[src/logic/lc3b_pkg.sv]
package lc3b_pkg;

	////////////////////////////////////////////////////////////
	// basic types
	////////////////////////////////////////////////////////////

	typedef logic [15:0] lc3b_word;
	typedef logic [2:0]  lc3b_reg;
	// n, z, p from msb down
	typedef logic [2:0]  lc3b_nzp;

	// full LC-3b map, only some of these are executed
	typedef enum logic [3:0] {
		op_br   = 4'b0000,
		op_add  = 4'b0001,
		op_ldb  = 4'b0010,
		op_stb  = 4'b0011,
		op_jsr  = 4'b0100,
		op_and  = 4'b0101,
		op_ldr  = 4'b0110,
		op_str  = 4'b0111,
		op_rti  = 4'b1000,
		op_not  = 4'b1001,
		op_ldi  = 4'b1010,
		op_sti  = 4'b1011,
		op_jmp  = 4'b1100,
		op_shf  = 4'b1101,
		op_lea  = 4'b1110,
		op_trap = 4'b1111
	} lc3b_opcode;

	typedef enum logic [1:0] {
		alu_add,
		alu_and,
		alu_not,
		alu_pass
	} alu_op_e;

	typedef enum logic {
		wb_alu,
		wb_mem
	} wb_sel_e;

	////////////////////////////////////////////////////////////
	// control word and stage registers
	////////////////////////////////////////////////////////////

	typedef struct packed {
		lc3b_opcode opcode;
		alu_op_e    aluop;
		logic       imm_sel;
		// 1 selects base + offset6, 0 selects pc + offset9
		logic       addr_sel;
		logic       read_memory;
		logic       write_memory;
		logic       load_regfile;
		logic       load_cc;
		wb_sel_e    wb_sel;
		logic       branch;
	} lc3b_control;

	typedef struct packed {
		logic        valid;
		lc3b_control ctrl;
		lc3b_word    ir;
		lc3b_word    next_instr;
		lc3b_word    sr1;
		lc3b_word    sr2;
		lc3b_reg     dest;
	} de_ex_t;

	typedef struct packed {
		logic        valid;
		lc3b_control ctrl;
		lc3b_word    ir;
		lc3b_word    next_instr;
		lc3b_word    alu_out;
		lc3b_word    address;
		lc3b_word    wdata;
		lc3b_reg     dest;
	} ex_mem_t;

	typedef struct packed {
		ex_mem_t  em;
		lc3b_word rdata;
	} mem_wb_t;

	localparam lc3b_word pc_reset = 16'h0000;
	// registers clear on reset, so start out as zero
	localparam lc3b_nzp  cc_reset = 3'b010;

endpackage : lc3b_pkg

[src/logic/lc3b_regfile.sv]
`timescale 1ns/1ps

module lc3b_regfile (
	input  logic               clk,
	input  logic               arst_n,
	input  logic               load,
	input  lc3b_pkg::lc3b_reg  dest,
	input  lc3b_pkg::lc3b_word in,
	input  lc3b_pkg::lc3b_reg  src_a,
	input  lc3b_pkg::lc3b_reg  src_b,
	output lc3b_pkg::lc3b_word reg_a,
	output lc3b_pkg::lc3b_word reg_b
);
	import lc3b_pkg::*;

	lc3b_word regs [8];

	always_ff @(posedge clk or negedge arst_n) begin
		if (!arst_n) begin
			for (int i = 0; i < 8; i++) begin
				regs[i] <= '0;
			end
		end else if (load) begin
			regs[dest] <= in;
		end
	end

	// write-through, decode sees the value retiring this cycle
	assign reg_a = (load && dest == src_a) ? in : regs[src_a];
	assign reg_b = (load && dest == src_b) ? in : regs[src_b];

endmodule : lc3b_regfile

[src/logic/control_rom.sv]
`timescale 1ns/1ps

module control_rom (
	input  lc3b_pkg::lc3b_word    ir,
	output lc3b_pkg::lc3b_control ctrl,
	output lc3b_pkg::lc3b_reg     src1,
	output lc3b_pkg::lc3b_reg     src2,
	output lc3b_pkg::lc3b_reg     dest
);
	import lc3b_pkg::*;

	lc3b_opcode opcode;

	assign opcode = lc3b_opcode'(ir[15:12]);

	// str reads its data register through the second port
	assign src1 = ir[8:6];
	assign src2 = (opcode == op_str) ? ir[11:9] : ir[2:0];
	assign dest = ir[11:9];

	always_comb begin
		ctrl        = '0;
		ctrl.opcode = opcode;
		case (opcode)
			op_add: begin
				ctrl.aluop        = alu_add;
				ctrl.imm_sel      = ir[5];
				ctrl.load_regfile = 1'b1;
				ctrl.load_cc      = 1'b1;
			end
			op_and: begin
				ctrl.aluop        = alu_and;
				ctrl.imm_sel      = ir[5];
				ctrl.load_regfile = 1'b1;
				ctrl.load_cc      = 1'b1;
			end
			op_not: begin
				ctrl.aluop        = alu_not;
				ctrl.load_regfile = 1'b1;
				ctrl.load_cc      = 1'b1;
			end
			// lea leaves the condition codes alone
			op_lea: begin
				ctrl.aluop        = alu_pass;
				ctrl.load_regfile = 1'b1;
			end
			op_ldr: begin
				ctrl.addr_sel     = 1'b1;
				ctrl.read_memory  = 1'b1;
				ctrl.load_regfile = 1'b1;
				ctrl.load_cc      = 1'b1;
				ctrl.wb_sel       = wb_mem;
			end
			op_str: begin
				ctrl.addr_sel     = 1'b1;
				ctrl.write_memory = 1'b1;
			end
			// br with no condition bits set is a plain nop
			op_br: begin
				ctrl.branch = |ir[11:9];
			end
			default: begin
				ctrl.aluop = alu_pass;
			end
		endcase
	end

endmodule : control_rom

[src/logic/hazard_detection.sv]
`timescale 1ns/1ps

module hazard_detection (
	input  logic                  de_valid,
	input  lc3b_pkg::lc3b_control de_ctrl,
	input  lc3b_pkg::lc3b_reg     src1,
	input  lc3b_pkg::lc3b_reg     src2,
	input  logic                  ex_valid,
	input  lc3b_pkg::lc3b_control ex_ctrl,
	input  lc3b_pkg::lc3b_reg     ex_dest,
	input  logic                  mem_valid,
	input  lc3b_pkg::lc3b_control mem_ctrl,
	input  lc3b_pkg::lc3b_reg     mem_dest,
	input  logic                  wb_valid,
	input  lc3b_pkg::lc3b_control wb_ctrl,
	input  lc3b_pkg::lc3b_reg     wb_dest,
	input  logic                  mem_read_a,
	input  logic                  mem_resp_a,
	input  logic                  mem_busy,
	input  logic                  mem_resp_b,
	output logic                  advance,
	output logic                  stall_de,
	output logic                  fetch_hold
);
	import lc3b_pkg::*;

	logic use1;
	logic use2;
	logic raw1;
	logic raw2;
	logic cc_wait;

	// older stage about to write the given source register
	function automatic logic hits(input logic v, input lc3b_control c,
			input lc3b_reg d, input lc3b_reg s);
		return v && c.load_regfile && d == s;
	endfunction

	// which register ports the decoded instruction really reads
	assign use1 = de_ctrl.opcode inside {op_add, op_and, op_not, op_ldr, op_str};
	assign use2 = ((de_ctrl.opcode inside {op_add, op_and}) && !de_ctrl.imm_sel)
		|| de_ctrl.opcode == op_str;

	assign raw1 = hits(ex_valid, ex_ctrl, ex_dest, src1)
		|| hits(mem_valid, mem_ctrl, mem_dest, src1)
		|| hits(wb_valid, wb_ctrl, wb_dest, src1);
	assign raw2 = hits(ex_valid, ex_ctrl, ex_dest, src2)
		|| hits(mem_valid, mem_ctrl, mem_dest, src2)
		|| hits(wb_valid, wb_ctrl, wb_dest, src2);

	// branch waits until every older cc writer has retired
	assign cc_wait = de_ctrl.branch && ((ex_valid && ex_ctrl.load_cc)
		|| (mem_valid && mem_ctrl.load_cc) || (wb_valid && wb_ctrl.load_cc));

	assign stall_de = de_valid && ((use1 && raw1) || (use2 && raw2) || cc_wait);

	// no fetching from decode of a branch until it leaves write-back
	assign fetch_hold = (de_valid && de_ctrl.branch) || (ex_valid && ex_ctrl.branch)
		|| (mem_valid && mem_ctrl.branch) || (wb_valid && wb_ctrl.branch);

	// every strobe still up must see its response this cycle
	assign advance = (!mem_read_a || mem_resp_a) && (!mem_busy || mem_resp_b);

endmodule : hazard_detection

[src/logic/ex_logic.sv]
`timescale 1ns/1ps

module ex_logic (
	input  lc3b_pkg::de_ex_t   ex,
	output lc3b_pkg::lc3b_word alu_out,
	output lc3b_pkg::lc3b_word address
);
	import lc3b_pkg::*;

	lc3b_word imm5;
	lc3b_word off6;
	lc3b_word off9;
	lc3b_word operand_b;
	lc3b_word base_addr;
	lc3b_word pc_addr;

	// offsets count words, hence the shift by one
	assign imm5 = {{11{ex.ir[4]}}, ex.ir[4:0]};
	assign off6 = {{9{ex.ir[5]}}, ex.ir[5:0], 1'b0};
	assign off9 = {{6{ex.ir[8]}}, ex.ir[8:0], 1'b0};

	assign operand_b = ex.ctrl.imm_sel ? imm5 : ex.sr2;

	////////////////////////////////////////////////////////////
	// address adders
	////////////////////////////////////////////////////////////

	// ldr/str use base + offset6, lea and br are pc-relative
	assign base_addr = ex.sr1 + off6;
	assign pc_addr   = ex.next_instr + off9;
	assign address   = ex.ctrl.addr_sel ? base_addr : pc_addr;

	////////////////////////////////////////////////////////////
	// alu
	////////////////////////////////////////////////////////////

	always_comb begin
		alu_out = address;
		case (ex.ctrl.aluop)
			alu_add: begin
				alu_out = ex.sr1 + operand_b;
			end
			alu_and: begin
				alu_out = ex.sr1 & operand_b;
			end
			alu_not: begin
				alu_out = ~ex.sr1;
			end
			// lea result is the effective address itself
			alu_pass: begin
				alu_out = address;
			end
		endcase
	end

endmodule : ex_logic

[src/logic/mem_stage.sv]
`timescale 1ns/1ps

module mem_stage (
	input  logic               clk,
	input  logic               arst_n,
	input  logic               advance,
	input  lc3b_pkg::ex_mem_t  stage,
	input  logic               mem_resp_b,
	input  lc3b_pkg::lc3b_word mem_rdata_b,
	output logic               mem_read_b,
	output logic               mem_write_b,
	output logic [1:0]         mem_wmask_b,
	output lc3b_pkg::lc3b_word mem_address_b,
	output lc3b_pkg::lc3b_word mem_wdata_b,
	output logic               busy,
	output lc3b_pkg::lc3b_word rdata
);
	import lc3b_pkg::*;

	logic     done;
	logic     is_load;
	logic     is_store;
	lc3b_word mdr;

	assign is_load  = stage.valid && stage.ctrl.read_memory;
	assign is_store = stage.valid && stage.ctrl.write_memory;

	// strobe drops once answered, even if the pipe is still stalled
	assign mem_read_b    = is_load && !done;
	assign mem_write_b   = is_store && !done;
	assign mem_wmask_b   = is_store ? 2'b11 : 2'b00;
	assign mem_address_b = stage.address;
	assign mem_wdata_b   = stage.wdata;
	assign busy          = mem_read_b || mem_write_b;

	// late advance takes the captured word
	assign rdata = done ? mdr : mem_rdata_b;

	always_ff @(posedge clk or negedge arst_n) begin
		if (!arst_n) begin
			done <= 1'b0;
		end else if (advance) begin
			done <= 1'b0;
		end else if (mem_resp_b) begin
			done <= 1'b1;
		end
	end

	always_ff @(posedge clk) begin
		if (mem_resp_b) begin
			mdr <= mem_rdata_b;
		end
	end

	// control_rom never sets both memory flags
	a_one_strobe: assert property (@(posedge clk) disable iff (!arst_n)
		!(mem_read_b && mem_write_b));

	// request held steady until the memory answers
	a_req_stable: assert property (@(posedge clk) disable iff (!arst_n)
		(busy && !mem_resp_b) |=> busy && $stable(mem_address_b) && $stable(mem_wdata_b));

endmodule : mem_stage

[src/logic/datapath.sv]
`timescale 1ns/1ps

module datapath (
	input  logic               clk,
	input  logic               arst_n,
	input  logic               mem_resp_a,
	input  lc3b_pkg::lc3b_word mem_rdata_a,
	input  logic               mem_resp_b,
	input  lc3b_pkg::lc3b_word mem_rdata_b,
	output logic               mem_read_a,
	output lc3b_pkg::lc3b_word mem_address_a,
	output logic               mem_read_b,
	output logic               mem_write_b,
	output logic [1:0]         mem_wmask_b,
	output lc3b_pkg::lc3b_word mem_address_b,
	output lc3b_pkg::lc3b_word mem_wdata_b
);
	import lc3b_pkg::*;

	lc3b_word    pc;
	lc3b_word    pc_plus2;
	lc3b_word    fetch_buf;
	lc3b_word    fetch_ir;
	logic        fetch_done;
	logic        consume;
	lc3b_word    de_ir;
	lc3b_word    de_next;
	logic        de_valid;
	logic        issue;
	lc3b_control de_ctrl;
	lc3b_reg     src1;
	lc3b_reg     src2;
	lc3b_reg     de_dest;
	lc3b_word    sr1_val;
	lc3b_word    sr2_val;
	de_ex_t      de_ex;
	ex_mem_t     ex_mem;
	mem_wb_t     mem_wb;
	lc3b_word    ex_alu_out;
	lc3b_word    ex_address;
	lc3b_word    mem_rdata;
	logic        mem_busy;
	logic        advance;
	logic        stall_de;
	logic        fetch_hold;
	lc3b_nzp     cc;
	lc3b_nzp     wb_nzp;
	lc3b_word    wb_data;
	logic        wb_load_reg;
	logic        wb_branch;
	logic        br_taken;

	////////////////////////////////////////////////////////////
	// fetch
	////////////////////////////////////////////////////////////

	assign pc_plus2      = pc + 16'd2;
	assign mem_address_a = pc;
	assign mem_read_a    = !fetch_hold && !fetch_done;
	assign fetch_ir      = fetch_done ? fetch_buf : mem_rdata_a;
	assign consume       = advance && !stall_de && !fetch_hold;

	always_ff @(posedge clk or negedge arst_n) begin
		if (!arst_n) begin
			pc         <= pc_reset;
			fetch_done <= 1'b0;
		end else begin
			if (consume) begin
				fetch_done <= 1'b0;
			end else if (mem_resp_a) begin
				fetch_done <= 1'b1;
			end
			// retiring branch owns the pc
			if (advance && wb_branch) begin
				pc <= br_taken ? mem_wb.em.address : mem_wb.em.next_instr;
			end else if (consume) begin
				pc <= pc_plus2;
			end
		end
	end

	// instruction parked here while decode is stalled
	always_ff @(posedge clk) begin
		if (mem_resp_a) begin
			fetch_buf <= mem_rdata_a;
		end
	end

	////////////////////////////////////////////////////////////
	// decode
	////////////////////////////////////////////////////////////

	always_ff @(posedge clk or negedge arst_n) begin
		if (!arst_n) begin
			de_valid <= 1'b0;
			de_ir    <= '0;
			de_next  <= pc_reset;
		end else if (advance && !stall_de) begin
			de_valid <= !fetch_hold;
			if (consume) begin
				de_ir   <= fetch_ir;
				de_next <= pc_plus2;
			end
		end
	end

	control_rom control_rom_i (
		.ir   (de_ir),
		.ctrl (de_ctrl),
		.src1 (src1),
		.src2 (src2),
		.dest (de_dest)
	);

	lc3b_regfile lc3b_regfile_i (
		.clk    (clk),
		.arst_n (arst_n),
		.load   (wb_load_reg),
		.dest   (mem_wb.em.dest),
		.in     (wb_data),
		.src_a  (src1),
		.src_b  (src2),
		.reg_a  (sr1_val),
		.reg_b  (sr2_val)
	);

	hazard_detection hazard_detection_i (
		.de_valid   (de_valid),
		.de_ctrl    (de_ctrl),
		.src1       (src1),
		.src2       (src2),
		.ex_valid   (de_ex.valid),
		.ex_ctrl    (de_ex.ctrl),
		.ex_dest    (de_ex.dest),
		.mem_valid  (ex_mem.valid),
		.mem_ctrl   (ex_mem.ctrl),
		.mem_dest   (ex_mem.dest),
		.wb_valid   (mem_wb.em.valid),
		.wb_ctrl    (mem_wb.em.ctrl),
		.wb_dest    (mem_wb.em.dest),
		.mem_read_a (mem_read_a),
		.mem_resp_a (mem_resp_a),
		.mem_busy   (mem_busy),
		.mem_resp_b (mem_resp_b),
		.advance    (advance),
		.stall_de   (stall_de),
		.fetch_hold (fetch_hold)
	);

	assign issue = de_valid && !stall_de;

	////////////////////////////////////////////////////////////
	// execute and memory
	////////////////////////////////////////////////////////////

	ex_logic ex_logic_i (
		.ex      (de_ex),
		.alu_out (ex_alu_out),
		.address (ex_address)
	);

	mem_stage mem_stage_i (
		.clk           (clk),
		.arst_n        (arst_n),
		.advance       (advance),
		.stage         (ex_mem),
		.mem_resp_b    (mem_resp_b),
		.mem_rdata_b   (mem_rdata_b),
		.mem_read_b    (mem_read_b),
		.mem_write_b   (mem_write_b),
		.mem_wmask_b   (mem_wmask_b),
		.mem_address_b (mem_address_b),
		.mem_wdata_b   (mem_wdata_b),
		.busy          (mem_busy),
		.rdata         (mem_rdata)
	);

	// all stage registers move together
	always_ff @(posedge clk or negedge arst_n) begin
		if (!arst_n) begin
			de_ex  <= '0;
			ex_mem <= '0;
			mem_wb <= '0;
		end else if (advance) begin
			de_ex.valid       <= issue;
			de_ex.ctrl        <= issue ? de_ctrl : lc3b_control'('0);
			de_ex.ir          <= de_ir;
			de_ex.next_instr  <= de_next;
			de_ex.sr1         <= sr1_val;
			de_ex.sr2         <= sr2_val;
			de_ex.dest        <= de_dest;
			ex_mem.valid      <= de_ex.valid;
			ex_mem.ctrl       <= de_ex.ctrl;
			ex_mem.ir         <= de_ex.ir;
			ex_mem.next_instr <= de_ex.next_instr;
			ex_mem.alu_out    <= ex_alu_out;
			ex_mem.address    <= ex_address;
			ex_mem.wdata      <= de_ex.sr2;
			ex_mem.dest       <= de_ex.dest;
			mem_wb.em         <= ex_mem;
			mem_wb.rdata      <= mem_rdata;
		end
	end

	////////////////////////////////////////////////////////////
	// write-back
	////////////////////////////////////////////////////////////

	assign wb_data     = (mem_wb.em.ctrl.wb_sel == wb_mem) ? mem_wb.rdata : mem_wb.em.alu_out;
	assign wb_nzp      = {wb_data[15], wb_data == 16'h0000, !wb_data[15] && wb_data != 16'h0000};
	assign wb_load_reg = advance && mem_wb.em.valid && mem_wb.em.ctrl.load_regfile;
	assign wb_branch   = mem_wb.em.valid && mem_wb.em.ctrl.branch;
	assign br_taken    = |(mem_wb.em.ir[11:9] & cc);

	always_ff @(posedge clk or negedge arst_n) begin
		if (!arst_n) begin
			cc <= cc_reset;
		end else if (advance && mem_wb.em.valid && mem_wb.em.ctrl.load_cc) begin
			cc <= wb_nzp;
		end
	end

	// the fetch address only moves with the pipeline
	a_pc_hold: assert property (@(posedge clk) disable iff (!arst_n)
		!advance |=> $stable(pc));

	// stalled instruction stays in decode and a bubble goes on
	a_stall_bubble: assert property (@(posedge clk) disable iff (!arst_n)
		(advance && stall_de) |=> de_valid && $stable(de_ir) && !de_ex.valid);

endmodule : datapath

[config.mk]
export PLATFORM = sky130hd
export DESIGN_NAME = datapath
export DESIGN_NICKNAME = d
export VERILOG_FILES = /design/src/logic/lc3b_pkg.sv /design/src/logic/lc3b_regfile.sv /design/src/logic/control_rom.sv /design/src/logic/hazard_detection.sv /design/src/logic/ex_logic.sv /design/src/logic/mem_stage.sv /design/src/logic/datapath.sv
export SDC_FILE = /design/constraint.sdc
export NUM_CORES = 1
export LEC_CHECK = 0
export BUFFER_PORTS_ARGS = -buffer_cell sky130_fd_sc_hd__buf_2
export CORE_UTILIZATION = 45
export CTS_CLUSTER_SIZE = 12
export DETAILED_ROUTE_END_ITERATION = 16
export REMOVE_ABC_BUFFERS = 1
export SYNTH_ARGS = -nofsm -noshare
export SYNTH_HDL_FRONTEND = slang
export SYNTH_SLANG_ARGS = --single-unit
[constraint.sdc]
create_clock -name clk -period 6 [get_ports clk]
set_input_delay 1.2 -clock clk [delete_from_list [all_inputs] [get_ports clk]]
set_output_delay 1.2 -clock clk [all_outputs]
set_load 0.02 [all_outputs]
* Word-level counts from Yosys, hierarchy flattened *
Cells that the tools add are included.
Widths: inputs -> output; s select.

cells by class
  $add $sub $neg = 4
  $mul = 0
  div/mod/pow operators = 0
  magnitude comparators = 4
  equality and inequality tests = 15
  shift-type cells = 0
  multiplexer cells = 35
  bitwise gates (word level) = 6
  reductions and logical operators = 78

operator list
  cell                   number
  $mux 16                15
  $bwmux 128             1
  $bmux 16 s3            2
  $pmux 16 s4            1
  $add 16x16->16         3
  $demux 16 s3           1
  $logic_and 1x1->1      38
  $eq 3x3->1             6
  $add 16x2->16 const B  1
  $and 16x16->16         1
  $logic_not 16->1       1
  $not 16->16            1
  $reduce_bool 16->1     1
  $logic_or 1x1->1       15
  $eq 4x3->1 const B     3
  $ge 4x4->1 const B     3
  $not 3->4              3
  $mux 1                 11
  $mux 10                1
  $eq 4x4->1 const B     2
  $logic_not 1->1        8
  $reduce_bool 2->1      4
  $reduce_or 4->1        2
  $pmux 2 s3             1
  other kinds (14)       17

word-level totals
  register bits = 458
  latch bits = 0
  memory bits (writable) = 0
  memory bits (read-only) = 0
  input port bits = 36
  logic and storage cells = 198
  memories kept = 0

* Logic depth before layout (Yosys ltp) *
  depth in word-level cells = 15
  depth in mapped cells = 13

* Hierarchy *
A second synthesis with hierarchy kept.

unflattened totals
  cells, all modules = 1,907
  area, all modules = 25,284.2 um^2

by module, submodules not included
  module            instances  cells an instance  area an instance (um^2)  seq. area each (um^2)
  datapath          1          901                13,245.2                 8,439.3
  lc3b_regfile      1          452                7,533.5                  3,203.1
  ex_logic          1          398                2,840.2                  0.0
  mem_stage         1          76                 1,066.0                  505.5
  hazard_detection  1          45                 329.1                    0.0
  control_rom       1          35                 270.3                    0.0

* Worst setup path before layout *
OpenSTA, ideal clock, no wires.

  path type = register to register
  start = register de_ex[74] in the netlist's numbering
  end = register ex_mem[41] in the netlist's numbering
  library setup time = 0.083 ns
  arrival time = 2.815 ns
  required time = 5.917 ns
  path slack = 3.102 ns
  stages on the path, launching flop included = 12
  path buffers = 1
  path through = dfrtp_1 > clkbuf_1 > mux2_2 > ha_1 > inv_1 > fa_1 > nand2b_1 > a21oi_1 > a2111oi_0 > xor2_1 > mux4_2 > o21ai_0

between the ends
  cells in the longest elaborated chain, start to end = 3
  elaborated cells on any way between the ends = 4
  those cells by class = add/sub: 1; mux: 2; bitwise: 1

RTL lines
  what                                                     line                            source
  start, declared                                          datapath.sv:36                  de_ex_t de_ex;
  $mux 16 (*)                                              ex_logic.sv:22                  assign operand_b = ex.ctrl.imm_sel ? imm5 : ex.sr2;
  $add 16x16->16 / $and 16x16->16 (equally long branches)  ex_logic.sv:41, ex_logic.sv:44
  $pmux 16 s4 (*)                                          ex_logic.sv:39                  case (ex.ctrl.aluop)
  end, declared                                            datapath.sv:37                  ex_mem_t ex_mem;

Every way passes the cells marked *; elsewhere a longest branch is shown, timed or not.
A chain may end at the register's enable or synchronous reset.

* Worst setup path after layout *
  start = register de_ir[13]
  end = register pc[3] (netlist: mem_address_a[3])

between the ends
  cells in the longest elaborated chain, start to end = 14
  elaborated cells on any way between the ends = 44
  those cells by class = eq/ne: 8; mux: 4; reduce/logical: 32

RTL lines
  what                                                          line                                                                    source
  start, declared                                               datapath.sv:26                                                          lc3b_word de_ir;
  start signal, assigned                                        datapath.sv:101                                                         de_ir <= fetch_ir;
  $eq 4x3->1 (tied with other cells)                            control_rom.sv:18, hazard_detection.sv:40, hazard_detection.sv:42
  $mux 3 (tied with other cells)                                control_rom.sv:18                                                       assign src2 = (opcode == op_str) ? ir[11:9] : ir[2:0];
  $eq 3x3->1 (tied with other cells)                            hazard_detection.sv:36                                                  return v && c.load_regfile && d == s;
  $logic_and 1x1->1 (tied with other cells)                     hazard_detection.sv:36
  $logic_or 1x1->1 (tied with other cells)                      hazard_detection.sv:48                                                  || hits(mem_valid, mem_ctrl, mem_dest, src2)
  $logic_or 1x1->1 (on tied branches)                           hazard_detection.sv:49, hazard_detection.sv:42, hazard_detection.sv:59
  $logic_and 1x1->1 / $logic_not 1->1 (equally long branches)   hazard_detection.sv:55, datapath.sv:59, datapath.sv:61
  $logic_or 1x1->1 / $logic_and 1x1->1 (equally long branches)  hazard_detection.sv:55, datapath.sv:59
  $logic_or 1x1->1 / $logic_not 1->1 (equally long branches)    hazard_detection.sv:55, hazard_detection.sv:62
  $logic_and 1x1->1 / $logic_or 1x1->1 (equally long branches)  hazard_detection.sv:55, hazard_detection.sv:62
  $logic_not 1->1 / $logic_and 1x1->1 (equally long branches)   datapath.sv:61, hazard_detection.sv:62
  $logic_and 1x1->1 (2 in a row)                                datapath.sv:61                                                          assign consume = advance && !stall_de && !fetch_hold;
  $reduce_bool 2->1 (no line)                                   n/a
  end signal, assigned                                          datapath.sv:65                                                          pc <= pc_reset;
  end signal, assigned                                          datapath.sv:75                                                          pc <= br_taken ? mem_wb.em.address : mem_wb.em.next_instr;
  end signal, assigned                                          datapath.sv:77                                                          pc <= pc_plus2;
  end, declared                                                 datapath.sv:20                                                          lc3b_word pc;

Several ways; a longest one is shown, not always the timed one.

==> flow_summary_export.csv <==
group,metric,value,unit
clock_network,numCtsBuffers,49,
synthesis,synth.top_cell.area_share,0.444,
critical_path,worstPathRequired,6470,ps
sta,fin_setup_tns,0,ps
global_routing,grt_usage,0.239,
clock_network,clk_pin_slew,60,ps
clock_network,cts.sinks,429,
sta,fin_crit_sh,0.661,
global_routing,grt.overflow.total,0,
route,route.detailed.drc,0,
critical_path,slowest_delay,620,ps
sta,max_freq,252,MHz
worst_hold_path,hold_path.class,"register to register",
sta,skew,20.3,ps
layout,final_cell_mix,"687 x nand2_1, 395 x dfrtp_1, 256 x o21ai_0, 96 x nor2_1, 87 x buf_2",
synthesis,yosysWarnings,0,
power,p_leak,11.0,nW
global_routing,antenna_found_initial,2,
synthesis,syn_area,22300,um^2
critical_path,timing.critical_path.mode_cell,"buf_4",
outcome,outcome,"complete, no violations",
critical_path,cp.arrival,4430,ps
synthesis,yosys.area.top_type,"dfrtp_1",
synthesis,syn_avg_cell_area,9.23,um^2
clock_network,h-tree-depth,2,
layout,drive_gt1_frac,0.121,
floorplan,die_h,225,um
clock_network,hold_buffers,0,
clock_network,cts_root_buf,"clkbuf_16",
sta,fin_crit,3970,ps
synthesis,synth-async-reset-ratio,0.925,
placement,port_buffers,88,
layout,syn2layout_area_growth,10.5,%
synthesis,synth_edf_count,32,
clock_network,cts_resized,0,
global_routing,grt_pass1_vias,16900,
global_routing,grt_max_degree,215,
sta,worstMarginPinSlew,1230,ps
route,drt_iter0_drc,1326,
placement,dpl_cell_area,23100,um^2
sta,relSlewSlack,0.156,
layout,design_area,24700,um^2
critical_path,endpoint_kind,"register",
critical_path,cp_max_fo,33,
synthesis,synth_area_leaders,"dfrtp_1 44%, nand2_1 12%, o21ai_0 5.7%",
floorplan,coreArea,49000,um^2
power,power_density,618,nW/um^2
synthesis,synth-seq-cells,429,
sta,finalMaxSlewViolations,0,
critical_path,crit_slowest_cell,"o21bai_4",
floorplan,die_w,225,um
synthesis,synth.yosys.seq_area_share,0.488,
clock_network,cts_tree,"built",
synthesis,ys.flop_type,"dfrtp_1",
critical_path,critPathTopFamily,"compound AO/OA/AOI/OAI gates",
route,wl,58900,um
placement,dp_hpwl,38100,um
critical_path,crit_chain,"nand4b_4 > mux2i_4 > buf_4 > a221o_1 > a211oi_4 > nor4bb_2 > o21bai_4 > buf_4 > mux2_2 > o221a_2",
route,avgViaCountPerCell,5.55,
job,cap_violations,0,
sta,setup_violations,0,
route,dr.pass1.iters,5,
layout,finalNetCount,2479,
placement,gp_congestion,0.889,
global_routing,grt_pass1_wl,94700,um
synthesis,synth_cell_types,78,
floorplan,start_util,0.456,
route,wire_per_inst,19.0,um
floorplan,fp-row-count,81,
synthesis,netlist_instances,2420,
floorplan,die_area,50500,um^2
floorplan,pin_count,89,
route,vias,17200,
power,peakVddDrop,0.455,mV
clock_network,clk_path_buf_depth,3,
sta,rsz0062_at_grt,"false",
route,ant_nets,0,
clock_network,clk_latency,600,ps
layout,final_common_cell,"nand2_1",
critical_path,start_kind,"register",
critical_path,crit_buf_inv,2,
critical_path,path_class,"register to register",
clock_network,postCtsSetupBuffers,0,
sta,final_hold_viol_count,0,
[per-layer routing]
layer / share of wire / GRT usage / wire length [um]
met2: 0.46 / 0.377 / 26800
met5: 0 / 0 / 0
met3: 0.053 / 0.0364 / 3110
met1: 0.47 / 0.340 / 27400
met4: 0.026 / 0.0746 / 1530
[stage by stage]
step	total power, mW	worst slack, ps	utilization	hold WS (ps)	std cells
6_report	15.3	2030	0.504	463	3101
3_5_place_dp	12.3	2060	0.471	449	3008
3_3_place_gp	12.1	2130	0.471	448	3008
4_1_cts	15.3	2060	0.504	467	3100
5_1_grt	16.4	1810	0.504	487	3100
2_1_floorplan	9.94	-12670	-	433	2218
[synth_stat cells, types with 9 or more instances]
cell      number
dfrtp_1      396
inv_1         48
nor3_1        18
ha_1          45
a21o_1        23
xnor2_1       25
mux2_2        26
nand2b_1      14
nand4_1        9
a21oi_1       84
a311oi_1      35
and3_1         9
o211ai_1      10
mux4_2        37
buf_4         37
buf_1         13
nor2_1        97
nor2b_1       26
a211oi_1      37
mux2i_1       70
a31oi_1       10
nand3_1       66
nand2_1      687
xor2_1        31
buf_2         14
clkbuf_1     137
o21ai_0      256
edfxtp_1      32
[layout make-up]
| type | instances | area (um^2) |
|---|---|---|
| fill | 4580 | 24300 |
| sequential | 429 | 10900 |
| multi-input combinational | 1740 | 10400 |
| clock buffer | 74 | 1460 |
| tap | 664 | 831 |
| timing repair buffer | 126 | 773 |
| inverter | 49 | 184 |
| clock inverter | 18 | 135 |
| antenna | 1 | 2.50 |
[worst reg2reg max path: stages (launching register included)]
cell and delay (ps):
dfrtp_1 570, nand4b_4 310, mux2i_4 300, buf_4 300, a221o_1 450, a211oi_4 190, nor4bb_2 120, o21bai_4 620
buf_4 360, mux2_2 370, o221a_2 250
[where the power goes]
group / switching, mW / internal, mW
clock network: 1.23 / 1.73
registers: 1.08 / 4.12
logic: 4.41 / 2.68
total: 6.72 / 8.53
[path summary, 6_finish.rpt]
path	slack, ps	depth (start not counted)	start	endpoint
max reg2reg	2030	10	de_ir[13]	mem_address_a[3]
max	2030	10	de_ir[13]	mem_address_a[3]
min in group asynchronous	660	1	arst_n	mem_wb[71]
max in group asynchronous	4120	2	arst_n	lc3b_regfile_i.regs[44]
min	460	2	ex_mem[53]	mem_wb[69]
min reg2reg	460	2	ex_mem[53]	mem_wb[69]
[state kept, by name (all words and copies together) (netlist names), 16 cells and up]
signal,count
ex_mem,73
de_ir,16
lc3b_regfile_i.regs,128
fetch_buf,16
de_ex,70
de_next,16
mem_wb,72
mem_stage_i.mdr,16
mem_address_a,16
[cell families (layout without fill, tap and decap cells)]
group,count (synthesis),after routing,synth area share
adders and majority gates,48,48,0.0279
other,0,1,0
and+or+nand+nor,957,957,0.178
xor gates and xnor gates,56,56,0.0220
DFF,429,429,0.488
buffers and inverters,251,267,0.0495
muxes,135,135,0.0838
AOI/OAI and AO/OA,544,544,0.151
Note: power is estimated with default switching activity, not from simulation.
